<file path="config.mk">
export PLATFORM = sky130hd
export DESIGN_NAME = lint_slave_flat
export DESIGN_NICKNAME = d
export VERILOG_FILES = /design/src/hdl/bus_pkg.sv /design/src/hdl/math_pkg.sv /design/src/hdl/mac_ctrl_if.sv /design/src/hdl/mem_wr_if.sv /design/src/hdl/lint_slave.sv /design/src/flat_wrapper.sv
export SDC_FILE = /design/constraint.sdc
export NUM_CORES = 1
export LEC_CHECK = 0
export BUFFER_PORTS_ARGS = -buffer_cell sky130_fd_sc_hd__buf_4
export CORE_UTILIZATION = 39
export DETAILED_ROUTE_END_ITERATION = 10
export PLACE_DENSITY = 0.89
export SLEW_MARGIN = 20
export SYNTH_ARGS = -nofsm -noshare
export SYNTH_HDL_FRONTEND = slang
export SYNTH_SLANG_ARGS = --single-unit
</file>
<file path="constraint.sdc">
create_clock -name clk0 -period 1.18 [get_ports clk0]
set_input_delay 0.059 -clock clk0 [delete_from_list [all_inputs] [get_ports clk0]]
set_output_delay 0.059 -clock clk0 [all_outputs]
set_load 0.01 [all_outputs]
</file>
<file path="src/hdl/bus_pkg.sv">
`default_nettype none
// lint bus definitions
// address and data types, region decode and register map of the math unit slave
package bus_pkg;

  localparam int DATA_W = 32;

  typedef logic [19:0]       lint_addr_t;
  typedef logic [DATA_W-1:0] data_t;

  // address bits 13:12
  typedef enum logic [1:0] {
    region_oper0,
    region_oper1,
    region_coef,
    region_regs
  } region_e;

  // word index, address bits 9:2
  localparam logic [7:0] REG_CTRL    = 8'd0;
  localparam logic [7:0] REG_LEN     = 8'd1;
  localparam logic [7:0] REG_STATUS  = 8'd2;
  localparam logic [7:0] REG_RESULT0 = 8'd3;
  localparam logic [7:0] REG_RESULT1 = 8'd4;
  localparam logic [7:0] REG_VERSION = 8'd5;

  localparam int START_BIT  = 0;  // write-only pulse
  localparam int TC_BIT     = 1;
  localparam int RND_BIT    = 2;
  localparam int SAT_BIT    = 3;
  localparam int OUTSEL_LSB = 4;  // outsel in 9:4

  localparam int BUSY_BIT = 0;
  localparam int DONE_BIT = 1;

  localparam logic [7:0] VERSION = 8'h21;

endpackage

`default_nettype wire

</file>
<file path="src/hdl/math_pkg.sv">
`default_nettype none
// math unit types
// sample, accumulator, shift and run length definitions shared by the MAC datapath
package math_pkg;

  localparam int SAMPLE_W  = 16;
  localparam int ACC_W     = 40;   // 256 full-scale products fit
  localparam int RAM_DEPTH = 256;  // words per sample memory

  // one operand or coefficient, signedness set per run by tc
  typedef logic [SAMPLE_W-1:0] sample_t;

  typedef logic [ACC_W-1:0] acc_t;

  typedef logic [$clog2(RAM_DEPTH)-1:0] ram_addr_t;

  // 0 to RAM_DEPTH inclusive, hence one extra bit
  typedef logic [$clog2(RAM_DEPTH):0] len_t;

  typedef logic [5:0] shift_t;  // outsel, 0..39 used

endpackage

`default_nettype wire
</file>
<file path="src/hdl/mac_ctrl_if.sv">
`timescale 1ns/1ps
`default_nettype none
// run control link
// start, length and options to the math unit, status and results back
interface mac_ctrl_if;
  import math_pkg::*;
  import bus_pkg::*;

  logic   start;   // one cycle, only while not busy
  len_t   length;
  logic   tc;
  logic   rnd;
  logic   sat;
  shift_t outsel;

  logic  busy;
  logic  done;
  data_t result0;
  data_t result1;

  modport ctrl (output start, length, tc, rnd, sat, outsel,
                input busy, done, result0, result1);
  modport unit (input start, length, tc, rnd, sat, outsel,
                output busy, done, result0, result1);

endinterface

`default_nettype wire

</file>
<file path="src/hdl/mem_wr_if.sv">
`timescale 1ns/1ps
`default_nettype none
// sample memory write port
// one word per clock edge with we high, routed by region
interface mem_wr_if;
  import math_pkg::*;
  import bus_pkg::*;

  logic      we;
  region_e   region;  // which of the three memories
  ram_addr_t addr;
  sample_t   data;

  modport slave (output we, region, addr, data);
  modport ram (input we, region, addr, data);

endinterface

`default_nettype wire

</file>
<file path="src/hdl/lint_slave.sv">
`timescale 1ns/1ps
`default_nettype none
// lint slave
// grants every request at once, decodes it and answers one cycle later
module lint_slave (
  input  logic                clk0,
  input  logic                arst_n,
  input  logic                lint_req,
  input  logic                lint_wen,
  input  bus_pkg::lint_addr_t lint_addr,
  input  bus_pkg::data_t      lint_wdata,
  output logic                lint_gnt,
  output logic                lint_valid,
  output bus_pkg::data_t      lint_rdata,
  mem_wr_if.slave             mem,
  mac_ctrl_if.ctrl            mac
);
  import bus_pkg::*;
  import math_pkg::*;

  region_e    region;
  logic [7:0] word_idx;
  logic       wr_req;
  logic       rd_req;
  logic       ctrl_wr;
  logic       len_wr;
  data_t      rd_word;

  assign region   = region_e'(lint_addr[13:12]);
  assign word_idx = lint_addr[9:2];

  assign wr_req  = lint_req & ~lint_wen & ~mac.busy;  // writes dropped during a run
  assign rd_req  = lint_req & lint_wen;
  assign ctrl_wr = wr_req && region == region_regs && word_idx == REG_CTRL;
  assign len_wr  = wr_req && region == region_regs && word_idx == REG_LEN;

  assign lint_gnt = lint_req;

  // memory beat goes out in the request cycle
  assign mem.we     = wr_req && region != region_regs;
  assign mem.region = region;
  assign mem.addr   = ram_addr_t'(word_idx);
  assign mem.data   = lint_wdata[SAMPLE_W-1:0];

  assign mac.start = ctrl_wr & lint_wdata[START_BIT];  // busy rises next cycle

  always_ff @(posedge clk0 or negedge arst_n) begin
    if (!arst_n) begin
      mac.tc     <= 1'b0;
      mac.rnd    <= 1'b0;
      mac.sat    <= 1'b0;
      mac.outsel <= '0;
      mac.length <= '0;
    end else begin
      if (ctrl_wr) begin
        mac.tc     <= lint_wdata[TC_BIT];
        mac.rnd    <= lint_wdata[RND_BIT];
        mac.sat    <= lint_wdata[SAT_BIT];
        mac.outsel <= lint_wdata[OUTSEL_LSB +: $bits(shift_t)];
      end
      if (len_wr) begin
        mac.length <= lint_wdata[$bits(len_t)-1:0];
      end
    end
  end

  always_comb begin
    rd_word = '0;
    if (region == region_regs) begin
      case (word_idx)
        REG_STATUS: begin
          rd_word[BUSY_BIT] = mac.busy;
          rd_word[DONE_BIT] = mac.done;
        end
        REG_RESULT0: rd_word = mac.result0;
        REG_RESULT1: rd_word = mac.result1;
        REG_VERSION: rd_word = data_t'(VERSION);
        default:     rd_word = '0;  // ctrl, len and holes
      endcase
    end
  end

  always_ff @(posedge clk0 or negedge arst_n) begin
    if (!arst_n) begin
      lint_valid <= 1'b0;
    end else begin
      lint_valid <= lint_req;  // reads and writes alike
    end
  end

  always_ff @(posedge clk0) begin
    if (rd_req) begin
      lint_rdata <= rd_word;
    end
  end

endmodule

`default_nettype wire

</file>
<file path="src/flat_wrapper.sv">
// flat-port wrapper written by rule: the top's interface ports become plain ports
module lint_slave_flat import bus_pkg::*; import math_pkg::*;
  (clk0, arst_n, lint_req, lint_wen, lint_addr, lint_wdata, lint_gnt, lint_valid, lint_rdata, mem_we, mem_region, mem_addr, mem_data, mac_start, mac_length, mac_tc, mac_rnd, mac_sat, mac_outsel, mac_busy, mac_done, mac_result0, mac_result1);
  mem_wr_if mem_i ();
  mac_ctrl_if mac_i ();
  input  logic clk0;
  input  logic arst_n;
  input  logic lint_req;
  input  logic lint_wen;
  input  bus_pkg::lint_addr_t lint_addr;
  input  bus_pkg::data_t lint_wdata;
  output logic lint_gnt;
  output logic lint_valid;
  output bus_pkg::data_t lint_rdata;
  output wire logic [$bits(mem_i.we)-1:0] mem_we;
  output wire logic [$bits(mem_i.region)-1:0] mem_region;
  output wire logic [$bits(mem_i.addr)-1:0] mem_addr;
  output wire logic [$bits(mem_i.data)-1:0] mem_data;
  output wire logic [$bits(mac_i.start)-1:0] mac_start;
  output wire logic [$bits(mac_i.length)-1:0] mac_length;
  output wire logic [$bits(mac_i.tc)-1:0] mac_tc;
  output wire logic [$bits(mac_i.rnd)-1:0] mac_rnd;
  output wire logic [$bits(mac_i.sat)-1:0] mac_sat;
  output wire logic [$bits(mac_i.outsel)-1:0] mac_outsel;
  input wire logic [$bits(mac_i.busy)-1:0] mac_busy;
  input wire logic [$bits(mac_i.done)-1:0] mac_done;
  input wire logic [$bits(mac_i.result0)-1:0] mac_result0;
  input wire logic [$bits(mac_i.result1)-1:0] mac_result1;
  assign mem_we = mem_i.we;
  assign mem_region = mem_i.region;
  assign mem_addr = mem_i.addr;
  assign mem_data = mem_i.data;
  assign mac_start = mac_i.start;
  assign mac_length = mac_i.length;
  assign mac_tc = mac_i.tc;
  assign mac_rnd = mac_i.rnd;
  assign mac_sat = mac_i.sat;
  assign mac_outsel = mac_i.outsel;
  assign mac_i.busy = mac_busy;
  assign mac_i.done = mac_done;
  assign mac_i.result0 = mac_result0;
  assign mac_i.result1 = mac_result1;
  lint_slave u_core (.clk0(clk0), .arst_n(arst_n), .lint_req(lint_req), .lint_wen(lint_wen), .lint_addr(lint_addr), .lint_wdata(lint_wdata), .lint_gnt(lint_gnt), .lint_valid(lint_valid), .lint_rdata(lint_rdata), .mem(mem_i), .mac(mac_i));
endmodule
</file>
==> out/summary.md <==
- run status: finished, violations left
- violations in the final reports: negative setup slack
- initial antenna violation count: 0
- buffer cell driving the clock tree root: clkbuf_8
- maximum operating frequency: 0.711 GHz
- top cell type by total area after synthesis: edfxtp_1
- via density per instance: 5.19
- die height: 80.8 um
- fraction of synthesized cell area taken by the top area cell type: 39.7%
- number of placement rows: 28
- power per cell area: 830 nW/um^2
- post-synthesis instance total: 196
- leakage power figure: 0.00184 uW
- highest ir drop seen on vdd: 626 uV
- kind of critical path: in -> reg
- starting density of the core: 40.7%
- maximum clock path buffer count: 2
- cell area after technology mapping: 2420 sq um
- synthesized area per cell: 12.4 sq um
- Arrival @ worst endpoint: 1.59 ns
- Post-route DRC: 0
- post-route antenna net violation count: 0
- path category of the worst min-delay check: in -> reg
- post-route clock skew: 0 ns
- Tightest Pin Transition: 0.767 ns
- time the worst path needs with I/O delays and setup: 1.41 ns
- Final Worst Setup Slack: -0.226 ns
- wire length of the first global-routing pass: 11800 um
- max_slew headroom: 48.8%
- post-synth net total: 318
- count of boundary I/O pins: 202
- count of synthesis-stage warnings from yosys: 0
- wire length reported by the detailed router: 8460 um
- total clock sinks: 51
- Worst-path clk slew: 0.09 ns
- total global-route track usage: 24.7%
- endpoints failing setup: 49
- Seq/Total Area, Yosys: 59.3%
- Final HPWL DP: 5150 um
- top area cells in the synthesized netlist: edfxtp_1 (40%), dfrtp_1 (20%), a22oi_1 (9.0%), buf_4 (8.4%), mux2_2 (8.4%)
- final-layout worst hold slack: 0.00474 ns
- Congestion Overflow GR: 0
- placeable core region: 5960 sq um
- period utilization: 119%
- CTS tree: done
- max-slew violation total from the final report: 0
- area of the multi-input gates: 985 sq um
- fraction of registers with async set/reset: 37.3%
- number of unique standard cell types used by synthesis: 27
- DR pass1 iterations: 4
- area delta synth->final: 79.2%
- fraction of final layout cells sized beyond drive strength 1: 73.4%
- Worst setup EP type: flop
- Clk Latency, worst-skew pair: 0.29 ns
- unrepaired setup endpoints after global routing: true
- Synth Flop Type: edfxtp_1
- Fin. Hold Viols: 0
- port bufs: 163
- number of register bits inferred by synthesis: 51
- pin count of the biggest net entering global routing: 33
- fillers: 424
- number of design-rule violations left by the first detailed-router iteration: 103
- max-cap violation count: 0
- top post-synthesis cells by count: edfxtp_1 (32), nor2_1 (32), a22oi_1 (29)
- global placement routability congestion: 0.748
- Vias: 2297
- number of buffers added by the clock tree synthesis step: 5
- area occupied by registers: 1440 sq um
- htree depth: 2
- Worst Path Required: 1.36 ns
- count of flip-flops with a built-in enable after synthesis: 32
- overall die area: 6530 sq um
- worst slack, placed: -0.547 ns
- WL per Instance: 19.1 um
- net total in the final layout: 489
- number of global-route vias before repair: 2388
- critical path launch point type: primary input
- Die Span X: 80.8 um
- maximum fanout encountered on the critical timing path: 9
- number of diodes added for antenna fixing: 0
## sequential cells by signal, summed over array words and instances (netlist names)
| register | cells |
|---|---|
| u_core.lint_valid | 1 |
| u_core.mac.rnd | 1 |
| u_core.mac.sat | 1 |
| u_core.mac.length | 9 |
| u_core.lint_rdata | 32 |
| u_core.mac.outsel | 6 |
| u_core.mac.tc | 1 |
## per-layer routing
metal,up-vias,routed length [um],share of wire (%),track usage (%)
met1,1099,2860,34,25.4
met5,-,0,0,0
met4,0,212,2.5,8.57
li1,1037,-,-,-
met3,18,704,8.3,5.96
met2,143,4690,55,47.8
## worst paths after layout
check                                           from                   end  slack, ns  depth (start not counted)
worst max-delay path                    lint_addr[7]  u_core.mac.outsel[1]      -0.23                          6
worst min-delay path                   lint_wdata[9]  u_core.mac.outsel[5]      0.005                          2
worst max register to register  u_core.mac.length[2]  u_core.mac.length[2]       0.38                          1
worst min register to register  u_core.mac.length[0]  u_core.mac.length[0]       0.52                          1
max in group asynchronous                     arst_n  u_core.mac.length[0]       0.81                          2
min in group asynchronous                     arst_n  u_core.mac.length[7]       0.17                          2
## critical path, stage by stage
cell	delay [ns]
buf_6	0.10
or3_4	0.39
or3_4	0.40
nor3_4	0.16
buf_12	0.15
mux2_2	0.33
## stage by stage
step	cell area (sq um)	total power [uW]	TNS (ns)	util [%]	std cells
after global placement	3730	2580	-22.81	62.6	419
after detailed placement	3730	2600	-24.91	62.6	419
final	4340	3610	-8.01	72.9	443
after CTS	4200	3600	-5.87	70.6	439
after global routing	4340	3730	-9.57	72.9	443
after floorplan	2430	2200	-14.94	-	196
## layout make-up
cell class	instances	share of cell area (%)
multi-input combinational	107	22.7
clock buffer	6	1.67
sequential	51	33.1
tap	75	2.16
inverter	1	0.0865
clock inverter	2	0.317
timing repair buffer	201	40.0
## repair_timing
action                                  in CTS  in global routing
buffers inserted                             3                  2
hold endpoints to repair                    20                  0
hold buffers                                 2                  0
pin swaps                                   46                 31
gates cloned                                 7                  3
gates resized for setup                     48                 22
endpoints found under the setup margin      49                 49
## cells by family after synthesis
family / Yosys count / synth area share [%]
simple gates: 52 / 11.0
flops: 51 / 59.3
buf+inv: 38 / 10.2
compound gates: 36 / 10.7
mux: 19 / 8.78
## power breakdown
group	switching, uW	internal, uW
clock network	569	420
registers	21.2	1960
logic	262	376
## cells in the final DEF, fill, tap and decap left out, types with 3 or more instances in the layout
| cell | count |
|---|---|
| a22oi_2 | 28 |
| buf_12 | 5 |
| buf_4 | 175 |
| buf_6 | 12 |
| clkbuf_16 | 3 |
| clkbuf_8 | 5 |
| dfrtp_1 | 19 |
| edfxtp_1 | 32 |
| mux2_2 | 16 |
| nand2_1 | 3 |
| nor2_1 | 25 |
| nor2_2 | 3 |
| nor2_4 | 4 |
(Power assumes the default switching activity.)
